<file path="src/design/alu_pkg.sv">
`default_nettype none

package alu_pkg;

	// alu operation select
	typedef enum logic [1:0] {
		alu_add    = 2'd0,
		alu_sub    = 2'd1,
		alu_pass_a = 2'd2
	} alu_op_t;

	// clears byte offset, gives word address
	localparam logic [31:0] word_mask = 32'hffff_fffc;

endpackage

`default_nettype wire

</file>
<file path="src/design/isa_pkg.sv">
`default_nettype none

package isa_pkg;

	// opcode in instruction bits 31:27
	// gaps in the numbering decode as illegal
	typedef enum logic [4:0] {
		op_add  = 5'd0,
		op_sub  = 5'd1,
		op_ldb  = 5'd3,
		op_ldw  = 5'd4,
		op_stb  = 5'd5,
		op_stw  = 5'd6,
		op_mov  = 5'd7,
		op_beq  = 5'd8,
		op_jump = 5'd9
	} opcode_t;

	// register format: add, sub, mov
	typedef struct packed {
		opcode_t     opcode;
		logic [4:0]  rd;
		logic [4:0]  rs1;
		logic [4:0]  rs2;
		logic [11:0] unused;
	} instr_r_t;

	// immediate format: loads, stores, beq, jump
	typedef struct packed {
		opcode_t            opcode;
		logic [4:0]         rd;
		logic [4:0]         rs1;
		logic signed [16:0] imm;
	} instr_i_t;

	// one word, two views
	typedef union packed {
		instr_r_t r;
		instr_i_t i;
	} instr_t;

endpackage

`default_nettype wire

</file>
<file path="src/design/alu.sv">
`default_nettype none

module alu #(
	parameter int data_width = 32
) (
	input  alu_pkg::alu_op_t       op,
	input  logic [data_width-1:0] src1,
	input  logic [data_width-1:0] src2,
	output logic [data_width-1:0] result,
	output logic                  zero,
	output logic                  ovf
);
	import alu_pkg::*;

	// operand and result sign bits
	logic sign_a;
	logic sign_b;
	logic sign_r;

	assign sign_a = src1[data_width-1];
	assign sign_b = src2[data_width-1];
	assign sign_r = result[data_width-1];

	// main datapath
	always_comb begin
		case (op)
			alu_add: begin
				result = src1 + src2;
			end
			alu_sub: begin
				result = src1 - src2;
			end
			alu_pass_a: begin
				result = src1;
			end
			default: begin
				// unused code, pass src1 through
				result = src1;
			end
		endcase
	end

	// signed overflow, add and sub only
	always_comb begin
		case (op)
			alu_add: begin
				// same operand signs, result sign flipped
				ovf = (sign_a == sign_b) && (sign_r != sign_a);
			end
			alu_sub: begin
				// operand signs differ, result sign flipped
				ovf = (sign_a != sign_b) && (sign_r != sign_a);
			end
			default: begin
				ovf = 1'b0;
			end
		endcase
	end

	// beq compares via sub, so zero is the equal flag
	assign zero = (result == '0);

endmodule

`default_nettype wire

</file>
<file path="src/design/cpu_control.sv">
`default_nettype none

module cpu_control (
	input  logic             clk,
	input  logic             arst_n,
	input  logic [31:0]      instr,
	input  logic             zero,
	input  logic             ovf,
	output alu_pkg::alu_op_t alu_op,
	output logic             rf_we,
	output logic [4:0]       rf_waddr,
	output logic [4:0]       rf_raddr_a,
	output logic [4:0]       rf_raddr_b,
	output logic             wb_sel,
	output logic             byte_op,
	output logic             mem_re,
	output logic             mem_we,
	output logic             pc_step,
	output logic             pc_load,
	output logic [16:0]      imm,
	output logic             overflow,
	output logic             illegal
);
	import isa_pkg::*;
	import alu_pkg::*;

	// sequencer, low is fetch and high is execute
	logic   exec;
	// instruction register
	instr_t ir;
	// decoded opcode class
	logic   is_arith;
	logic   is_mov;
	logic   is_load;
	logic   is_store;
	logic   is_beq;
	logic   is_jump;
	logic   is_known;
	logic   taken;

	always_ff @(posedge clk or negedge arst_n) begin
		if (!arst_n) begin
			exec <= 1'b0;
		end else begin
			exec <= ~exec;
		end
	end

	// latch the fetched word at the end of fetch
	always_ff @(posedge clk) begin
		if (!exec) begin
			ir <= instr;
		end
	end

	// opcode classes
	assign is_arith = (ir.r.opcode == op_add) || (ir.r.opcode == op_sub);
	assign is_mov   = (ir.r.opcode == op_mov);
	assign is_load  = (ir.i.opcode == op_ldb) || (ir.i.opcode == op_ldw);
	assign is_store = (ir.i.opcode == op_stb) || (ir.i.opcode == op_stw);
	assign is_beq   = (ir.i.opcode == op_beq);
	assign is_jump  = (ir.i.opcode == op_jump);
	assign is_known = is_arith || is_mov || is_load || is_store || is_beq || is_jump;

	// register addresses
	// stores and beq read rd on port b, r-format reads rs2
	assign rf_raddr_a = ir.r.rs1;
	assign rf_raddr_b = (is_store || is_beq) ? ir.i.rd : ir.r.rs2;
	assign rf_waddr   = ir.r.rd;

	// alu op: sub for beq compare, add for address calc
	always_comb begin
		if (ir.r.opcode == op_sub || is_beq) begin
			alu_op = alu_sub;
		end else if (is_mov) begin
			alu_op = alu_pass_a;
		end else begin
			alu_op = alu_add;
		end
	end

	// memory side, strobes only in execute
	assign byte_op = (ir.i.opcode == op_ldb) || (ir.i.opcode == op_stb);
	assign mem_re  = exec && is_load;
	assign mem_we  = exec && is_store;
	assign wb_sel  = is_load;

	// writeback, dropped on signed overflow
	assign rf_we    = exec && (is_mov || is_load || (is_arith && !ovf));
	assign overflow = exec && is_arith && ovf;
	// unknown opcode, no-op apart from the pulse
	assign illegal  = exec && !is_known;

	// next pc
	assign taken   = is_jump || (is_beq && zero);
	assign imm     = ir.i.imm;
	assign pc_load = exec && taken;
	assign pc_step = exec && !taken;

endmodule

`default_nettype wire

</file>
<file path="src/design/cpu_top.sv">
`default_nettype none

module cpu_top #(
	parameter int data_width = 32,
	parameter int pc_width   = 10
) (
	input  logic                clk,
	input  logic                arst_n,
	output logic [pc_width-1:0] imem_addr,
	input  logic [31:0]         imem_rdata,
	output logic [31:0]         dmem_addr,
	output logic [3:0]          dmem_be,
	output logic                dmem_we,
	output logic                dmem_re,
	output logic [31:0]         dmem_wdata,
	input  logic [31:0]         dmem_rdata,
	output logic                overflow,
	output logic                illegal
);
	import alu_pkg::*;

	// control to datapath
	alu_op_t               alu_op;
	logic                  rf_we;
	logic [4:0]            rf_waddr;
	logic [4:0]            rf_raddr_a;
	logic [4:0]            rf_raddr_b;
	logic                  wb_sel;
	logic                  byte_op;
	logic                  pc_step;
	logic                  pc_load;
	logic [16:0]           imm;
	// alu operands and flags
	logic [data_width-1:0] alu_src2;
	logic [data_width-1:0] alu_result;
	logic                  alu_zero;
	logic                  alu_ovf;
	// register file ports
	logic [data_width-1:0] rf_rdata_a;
	logic [data_width-1:0] rf_rdata_b;
	logic [data_width-1:0] wb_data;
	// zero extended or full load word
	logic [31:0]           load_data;

	// memory accesses add the immediate, everything else reads port b
	assign alu_src2 = (dmem_re || dmem_we) ? data_width'($signed(imm)) : rf_rdata_b;

	// writeback mux
	assign wb_data = wb_sel ? load_data : alu_result;

	cpu_control ctrl (
		.clk        (clk),
		.arst_n     (arst_n),
		.instr      (imem_rdata),
		.zero       (alu_zero),
		.ovf        (alu_ovf),
		.alu_op     (alu_op),
		.rf_we      (rf_we),
		.rf_waddr   (rf_waddr),
		.rf_raddr_a (rf_raddr_a),
		.rf_raddr_b (rf_raddr_b),
		.wb_sel     (wb_sel),
		.byte_op    (byte_op),
		.mem_re     (dmem_re),
		.mem_we     (dmem_we),
		.pc_step    (pc_step),
		.pc_load    (pc_load),
		.imm        (imm),
		.overflow   (overflow),
		.illegal    (illegal)
	);

	alu #(
		.data_width(data_width)
	) alu_core (
		.op     (alu_op),
		.src1   (rf_rdata_a),
		.src2   (alu_src2),
		.result (alu_result),
		.zero   (alu_zero),
		.ovf    (alu_ovf)
	);

	register_file #(
		.data_width(data_width)
	) regfile (
		.clk     (clk),
		.arst_n  (arst_n),
		.we      (rf_we),
		.waddr   (rf_waddr),
		.wdata   (wb_data),
		.raddr_a (rf_raddr_a),
		.raddr_b (rf_raddr_b),
		.rdata_a (rf_rdata_a),
		.rdata_b (rf_rdata_b)
	);

	// pc drives the fetch address directly
	pc_unit #(
		.pc_width(pc_width)
	) pc_gen (
		.clk    (clk),
		.arst_n (arst_n),
		.step   (pc_step),
		.load   (pc_load),
		.offset (imm),
		.pc     (imem_addr)
	);

	// alu result is the byte address, port b is the store data
	load_store_unit lsu (
		.addr       (alu_result),
		.store_data (rf_rdata_b),
		.byte_op    (byte_op),
		.rdata      (dmem_rdata),
		.mem_addr   (dmem_addr),
		.be         (dmem_be),
		.wdata      (dmem_wdata),
		.load_data  (load_data)
	);

endmodule

`default_nettype wire

</file>
<file path="src/design/load_store_unit.sv">
`default_nettype none

module load_store_unit (
	input  logic [31:0] addr,
	input  logic [31:0] store_data,
	input  logic        byte_op,
	input  logic [31:0] rdata,
	output logic [31:0] mem_addr,
	output logic [3:0]  be,
	output logic [31:0] wdata,
	output logic [31:0] load_data
);
	import alu_pkg::*;

	// byte offset within the word
	logic [1:0] lane;
	// byte picked out of the read word
	logic [7:0] lane_byte;

	assign lane = addr[1:0];

	// memory only ever sees word addresses
	assign mem_addr = addr & word_mask;

	// store side
	always_comb begin
		if (byte_op) begin
			// replicate byte, enable selects the lane
			wdata = {4{store_data[7:0]}};
			be    = 4'b0001 << lane;
		end else begin
			wdata = store_data;
			be    = 4'b1111;
		end
	end

	// little endian lane extraction
	always_comb begin
		case (lane)
			2'd0: lane_byte = rdata[7:0];
			2'd1: lane_byte = rdata[15:8];
			2'd2: lane_byte = rdata[23:16];
			default: lane_byte = rdata[31:24];
		endcase
	end

	// load side, byte is zero extended
	assign load_data = byte_op ? {24'd0, lane_byte} : rdata;

endmodule

`default_nettype wire

</file>
<file path="src/design/pc_unit.sv">
`default_nettype none

module pc_unit #(
	parameter int pc_width = 10
) (
	input  logic                clk,
	input  logic                arst_n,
	input  logic                step,
	input  logic                load,
	input  logic [16:0]         offset,
	output logic [pc_width-1:0] pc
);

	// sequential successor
	logic [pc_width-1:0] pc_seq;
	// offset sign extended or truncated to pc width
	logic [pc_width-1:0] offset_ext;

	assign pc_seq     = pc + pc_width'(1);
	assign offset_ext = pc_width'($signed(offset));

	// branch target is relative to pc+1
	always_ff @(posedge clk or negedge arst_n) begin
		if (!arst_n) begin
			pc <= '0;
		end else if (load) begin
			pc <= pc_seq + offset_ext;
		end else if (step) begin
			pc <= pc_seq;
		end
	end

endmodule

`default_nettype wire

</file>
<file path="src/design/register_file.sv">
`default_nettype none

module register_file #(
	parameter int data_width = 32
) (
	input  logic                  clk,
	input  logic                  arst_n,
	input  logic                  we,
	input  logic [4:0]            waddr,
	input  logic [data_width-1:0] wdata,
	input  logic [4:0]            raddr_a,
	input  logic [4:0]            raddr_b,
	output logic [data_width-1:0] rdata_a,
	output logic [data_width-1:0] rdata_b
);

	// 32 general registers
	logic [data_width-1:0] regs [32];

	// write port, r0 never written
	always_ff @(posedge clk or negedge arst_n) begin
		if (!arst_n) begin
			for (int i = 0; i < 32; i++) begin
				regs[i] <= '0;
			end
		end else if (we && (waddr != 5'd0)) begin
			regs[waddr] <= wdata;
		end
	end

	// async read ports
	// r0 stays zero after reset, no special case needed
	assign rdata_a = regs[raddr_a];
	assign rdata_b = regs[raddr_b];

endmodule

`default_nettype wire

</file>
<file path="config.mk">
export PLATFORM = sky130hd
export DESIGN_NAME = cpu_top
export DESIGN_NICKNAME = d
export VERILOG_FILES = /design/src/design/alu_pkg.sv /design/src/design/isa_pkg.sv /design/src/design/alu.sv /design/src/design/cpu_control.sv /design/src/design/cpu_top.sv /design/src/design/load_store_unit.sv /design/src/design/pc_unit.sv /design/src/design/register_file.sv
export SDC_FILE = /design/constraint.sdc
export NUM_CORES = 2
export LEC_CHECK = 0
export BUFFER_PORTS_ARGS = -buffer_cell sky130_fd_sc_hd__buf_4
export CAP_MARGIN = 10
export CORE_MARGIN = 8
export CORE_UTILIZATION = 45
export DETAILED_ROUTE_END_ITERATION = 6
export SYNTH_ARGS = -nofsm -noshare
export SYNTH_HDL_FRONTEND = slang
export SYNTH_SLANG_ARGS = --single-unit
</file>
<file path="constraint.sdc">
create_clock -name clk -period 25.2 [get_ports clk]
set_input_delay 5.04 -clock clk [delete_from_list [all_inputs] [get_ports clk]]
set_output_delay 5.04 -clock clk [all_outputs]
set_load 0.01 [all_outputs]
</file>
### After elaboration in Yosys (flattened, before gate mapping)

Index checks and enable logic that the tools add are counted.

* reductions and logical operators: 38
* bitwise logic cells: 4
* multiplexer cells: 22
* add/sub/neg operators: 4
* shift operators: 1
* equality and inequality tests: 14
* $lt $le $gt $ge: 4

Operator list (count)
* 1024-bit bitwise mux: 1
* 32-bit binary-select mux with 5-bit select: 2
* 32-bit two-way mux: 9
* 32-bit demux with 5-bit select: 1
* 32-bit one-hot mux with 2 select lines: 1
* 32-bit adder: 1
* 32-bit zero test: 1
* 32-bit subtractor: 1
* 8-bit one-hot mux with 3 select lines: 1
* 5-bit by 3-bit == test with 1-bit output (second input constant): 4
* 10-bit two-way mux: 2
* 6-bit >= comparator (second input constant): 3
* 5-bit inverter with 6-bit output: 3
* 1-bit logical OR: 15
* 1-bit logical AND: 14
* 10-bit by 1-bit adder with 10-bit output (second input constant): 1
* 10-bit adder: 1
* 5-bit by 4-bit == test with 1-bit output (second input constant): 2
* 6-bit by 1-bit < comparator with 1-bit output (second input constant): 1
* 5-bit by 1-bit == test with 1-bit output (second input constant): 1
* 5-bit by 2-bit == test with 1-bit output (second input constant): 1
* 5-bit zero test: 1
* 5-bit two-way mux: 1
* 5-bit nonzero test: 1
* other kinds (12): 18

* bits of input ports: 66
* word-level logic and storage cells: 122
* register bits after elaboration: 1067
* output and inout bits: 82

### Longest topological paths before layout

* depth in word-level cells: 19
* mapped depth: 38
* mapped depth without buffers: 32

### Modules after synthesis

From an unflattened synthesis, not the netlist that was laid out.

* cells, all modules: 5504
* area, all modules: 63210.6 um2

Modules (own cells, without submodules)
* register_file: times used 1, area each 55942.4 um2, cells an instance 4601, seq. area each 25624.6 um2
* alu: times used 1, area each 2876.5 um2, cells an instance 441, seq. area each 0.0 um2
* cpu_control: times used 1, area each 1505.2 um2, cells an instance 102, seq. area each 985.9 um2
* load_store_unit: times used 1, area each 1054.8 um2, cells an instance 172, seq. area each 0.0 um2
* pc_unit: times used 1, area each 1021.0 um2, cells an instance 114, seq. area each 250.2 um2
* cpu_top: times used 1, area each 810.8 um2, cells an instance 74, seq. area each 0.0 um2

### Worst setup path before layout

No wires, ideal clock.

* kind: register to output
* start point: register ctrl.ir[18] (netlist bit)
* end point: output port overflow
* arrival time: 7.092 ns
* required time: 20.160 ns
* slack: 13.068 ns
* cell stages (with the launch flop): 31
* cells stage by stage: edfxtp_1 buf_2 buf_4 buf_2 buf_2 buf_2 buf_2 buf_2 buf_4 buf_2 buf_2 buf_2 mux4_2 mux4_2 mux2i_1 inv_1 ha_1 nand2_1 o21ai_0 a221oi_1 a31oi_1 a31oi_1 o21bai_1 inv_1 o21ai_0 a21oi_1 xnor2_1 nand2_1 nor2_1 a31oi_1 nor4b_1

* word-level cells in the longest chain between the ends: 10

RTL lines
* start: declaration: line cpu_control.sv:30 `instr_t ir;`
* start signal: assignment: line cpu_control.sv:52 `ir <= instr;`
* 5-bit inverter with 6-bit output (not written as such) (*): line register_file.sv:33 `assign rdata_a = regs[raddr_a];`
* 32-bit binary-select mux with 5-bit select (*): line register_file.sv:33
* 32-bit two-way mux (not written as such) (*) (2 in a row): line register_file.sv:33
* 32-bit subtractor / 32-bit adder (equally long branches): line alu.sv:31, alu.sv:28
* 32-bit one-hot mux with 2 select lines: line alu.sv:26 `case (op)`
* 1-bit != test: line alu.sv:48, alu.sv:52
* 1-bit logical AND, on equally long branches: line alu.sv:52, alu.sv:48
* 1-bit one-hot mux with 2 select lines (*): line alu.sv:45 `case (op)`
* 1-bit logical AND (*): line cpu_control.sv:90 `assign overflow = exec && is_arith && ovf;`
* end: declaration: line cpu_top.sv:17 `output logic overflow,`

Mark *: on every way between the ends. The rest lies on a longest branch, timed or not. The select of a mux whose other input is x is not followed.

### Worst setup path in the final report

* start point: register ctrl.ir[27] (netlist bit)
* end point: output port overflow

* word-level cells in the longest chain between the ends: 15

RTL lines
* 5-bit by 3-bit == test with 1-bit output: line cpu_control.sv:60 `assign is_store = (ir.i.opcode == op_stb) || (ir.i.opcode == op_stw);`
* 1-bit logical OR: line cpu_control.sv:60
* 1-bit logical OR: line cpu_control.sv:68 `assign rf_raddr_b = (is_store || is_beq) ? ir.i.rd : ir.r.rs2;`
* 5-bit two-way mux: line cpu_control.sv:68
* 5-bit inverter with 6-bit output (not written as such): line register_file.sv:34 `assign rdata_b = regs[raddr_b];`
* 32-bit binary-select mux with 5-bit select: line register_file.sv:34
* 32-bit two-way mux (not written as such) (2 in a row): line register_file.sv:34
* 32-bit two-way mux: line cpu_top.sv:46 `assign alu_src2 = (dmem_re || dmem_we) ? data_width'($signed(imm)) : rf_rdata_b;`
* 32-bit subtractor / 32-bit adder (equally long branches): line alu.sv:31, alu.sv:28
* 32-bit one-hot mux with 2 select lines: line alu.sv:26
* 1-bit != test: line alu.sv:48, alu.sv:52
* 1-bit logical AND, on equally long branches: line alu.sv:52, alu.sv:48
* 1-bit one-hot mux with 2 select lines: line alu.sv:45
* 1-bit logical AND (*): line cpu_control.sv:90

Marked as above.

==> impl_metrics.csv <==
group,metric,value,unit
drt,drc,0,
global_routing,first_global_vias,46309,
worst_setup_path,critPathRequiredTime,20.16,ns
worst_setup_path,critPathSlowestCell,"nor4_1",
global_routing,grt_use_total,0.3146,
sta,final_max_slew_viol_count,0,
worst_setup_path,cpPeakStageDelay,1.03,ns
yosys,syn_area_per_cell,12.23,sq um
worst_setup_path,cp-start-kind,"flop",
yosys,yosys-top-cells-area,"dfrtp_1, mux2_2, mux4_2",
worst_setup_path,critPathCaptureType,"output pin",
die,fp-row-count,137,
clock_network,path_clk_slew,0.06,ns
clock_network,cts_inserted_buffers,114,
sta,finalClockSkew,0.02953,ns
drt,dr_wl_met3,29.20,mm
power,p_leak,28.58,nW
yosys,yosysTopAreaCellShare,0.4130,
yosys,syn-cell-area,0.06272,sq mm
drt,vias,47829,
drt,first_iter_violations,6803,
finish,final_net_count,5172,
drt,highest_layer,"met5",
yosys,async_flop_share,0.9700,
worst_setup_path,regToRegEndpoint,"regfile.regs[707]",
worst_setup_path,r2r_slack,12.89,ns
status,status,"finished, final reports clean",
hold_path,min_to,"regfile.regs[1002]",
drt,wl_met1,96.84,mm
yosys,synth_area_leader_cell,"dfrtp_1",
yosys,seq_area_frac_synth,0.4283,
placement,io_buffers,145,
clock_network,cts-root-buf,"clkbuf_16",
worst_setup_path,reg2reg_from,"ctrl.ir[27]",
sta,timing.final.crit_share,0.6567,
clock_network,cts.sinks,1067,
worst_setup_path,cp_max_fo,73,
drt,firstDrtPassIters,7,
run,cap_violations,0,
sta,max_freq,60.43,MHz
power,p_per_area,78.40,mW/mm^2
clock_network,post-cts-setup-buffers,0,
global_routing,antenna_found_initial,12,
yosys,synthDistinctLibCells,102,
yosys,synth-main-ff-cell,"dfrtp_1",
worst_setup_path,crit_type,"flop to output pin",
placement,place_area,0.06550,sq mm
drt,vias_per_cell,6.855,
hold_path,hp-class,"flop to flop",
global_routing,grt.overflow.total,0,
finish,finalInstanceArea,0.06941,sq mm
finish,layout-drive-gt1-share,0.3294,
worst_setup_path,worst-r2r-cell-count,31,
die,io_pins,148,
die,coreArea,0.1388,sq mm
global_routing,grt_pass1_wl,350.1,mm
clock_network,insertion_delay,0.77,ns
yosys,synth-edff-count,32,
sta,finalHoldViolations,0,
clock_network,htree_levels,3,
clock_network,cts_tree,"done",
die,die-width,389.3,microns
sta,period_needed,16.55,ns
drt,wl,244.5,mm
sta,slew_headroom,0.1273,
die,die_area,0.1516,sq mm
hold_path,whs_path_depth,0,
drt,wire_per_inst,35.05,microns
die,start_util,0.4517,
placement,place_hpwl,156.3,mm
clock_network,postCtsResizedCells,0,
sta,tns,0,ns
worst_setup_path,startpoint,"ctrl.ir[27]",
hold_path,hp-start,"regfile.regs[1002]",
drt,met2_length,104.5,mm
yosys,ys_ff_latch,1067,
drt,ant_nets,0,
worst_setup_path,worstPathArrival,11.51,ns
global_routing,grt_max_degree,117,
die,die_h,389.3,microns
sta,setup_viol,0,
sta,rsz0062_at_grt,"no",
yosys,yosys_warnings,0,
power,ir_worst_vdd,0.07076,mV
placement,finalWeightedCongestion,0.9795,
clock_network,ctsHoldBuffers,0,
clock_network,cts_buffer_depth,3,
yosys,synthCells,5130,
finish,syn_to_final_growth,10.67,%
sta,tightest_slew,1.309,ns
[registers in the layout, summed over array words and instances, names as in the netlist]
name          count
regfile.regs   1024
ctrl.exec         1
pc_gen.pc        10
ctrl.ir          32
[worst max-delay path, delay by kind of cell (launching register included)]
kind                       cells  cell delay, ns
AOI/OAI and AO/OA             12            2.63
xor gates and xnor gates       3            0.81
adders and majority gates      1            0.37
buffers and inverters          4            1.32
DFF                            1            0.69
muxes                          1            0.26
and+or+nand+nor                9            4.56
[synth_stat cells (all sizes together), types with 12 or more instances]
cell,n
dfrtp,1035
mux2,1027
nand2,437
mux4,336
buf,263
mux2i,257
clkbuf,254
a21oi,178
o21ai,128
nor2,126
nand3,103
o22ai,72
and3,71
inv,69
a211oi,66
a31oi,49
xnor2,46
ha,42
nand4,35
xor2,33
edfxtp,32
nor3,29
nor4,28
a22o,27
o221ai,26
or4,23
a21o,22
a32oi,22
a22oi,19
a2111oi,17
o31ai,17
nand2b,16
a211o,15
nor2b,15
a311oi,12
[report_power, final]
part	leakage [nW]	switching, mW	internal [mW]
Clock	1.89	0.746	1.00
Sequential	12.5	0.125	1.87
Combinational	14.1	1.11	0.592
[layer usage]
| layer | vias to the layer above | track usage |
|---|---|---|
| met4 | 2 | 0.1534 |
| met3 | 674 | 0.09418 |
| met5 | - | 0 |
| met2 | 3023 | 0.4603 |
| met1 | 24876 | 0.4266 |
| li1 | 19254 | - |
[per-stage QoR]
stage | power, mW | instances | hold WS, ns | utilization | setup WS, ns
2_1_floorplan | 2.985 | 5131 | 0.4378 | - | 13.07
3_3_place_gp | 3.660 | 6752 | 0.3766 | 0.4718 | 9.901
3_5_place_dp | 3.672 | 6752 | 0.3801 | 0.4718 | 9.706
4_1_cts | 5.411 | 6964 | 0.3935 | 0.4996 | 8.875
5_1_grt | 5.635 | 6965 | 0.4100 | 0.4997 | 8.302
6_report | 5.442 | 6977 | 0.3949 | 0.4999 | 8.652
[placed cells by master, fill, tap and decap left out, drive strengths merged, types with 15 or more instances in the layout]
cell type	instances
nand2	437
nor4	28
a211oi	66
nand4	35
edfxtp	32
and3	71
nor3	29
o21ai	128
dfrtp	1035
or4	23
a211o	15
nand3	103
clkinv	26
a2111oi	17
a21oi	178
ha	42
a22oi	19
clkbuf	172
mux2	1027
xnor2	46
buf	332
xor2	33
a21o	22
o31ai	17
nor2	126
mux2i	257
nor2b	15
a31oi	49
o22ai	72
a32oi	22
mux4	336
a22o	27
nand2b	16
o221ai	26
inv	72
[layout make-up]
cell class | instances | area, sq um
multi-input cells | 3478 | 33600
diodes | 12 | 30.03
inverters | 69 | 259.0
clock inverters | 40 | 490.5
repair buffers | 332 | 2529
well taps | 1807 | 2261
clock buffers | 172 | 3371
flip-flops and latches | 1067 | 26860
fillers | 12101 | 69440
[logic make-up (layout without fill, tap and decap cells)]
logic type      count (synthesis)  after routing  synth area share
xor+xnor                       79             79           0.01145
other cells                     1             14        0.00005979
fa+ha+maj                      44             44          0.009018
simple gates                  943            943           0.07641
mux                          1620           1620            0.3461
buf+inv                       586            613           0.04228
flops                        1067           1067            0.4283
compound gates                790            790           0.08641
[how the worst max path moves through the flow]
stage	endpoint	slack [ns]
floorplan	overflow	13.07
global placement	overflow	9.90
detailed placement	overflow	9.71
CTS	overflow	8.87
global route	overflow	8.30
finish	overflow	8.65
Power figures use the tool's default switching activity.
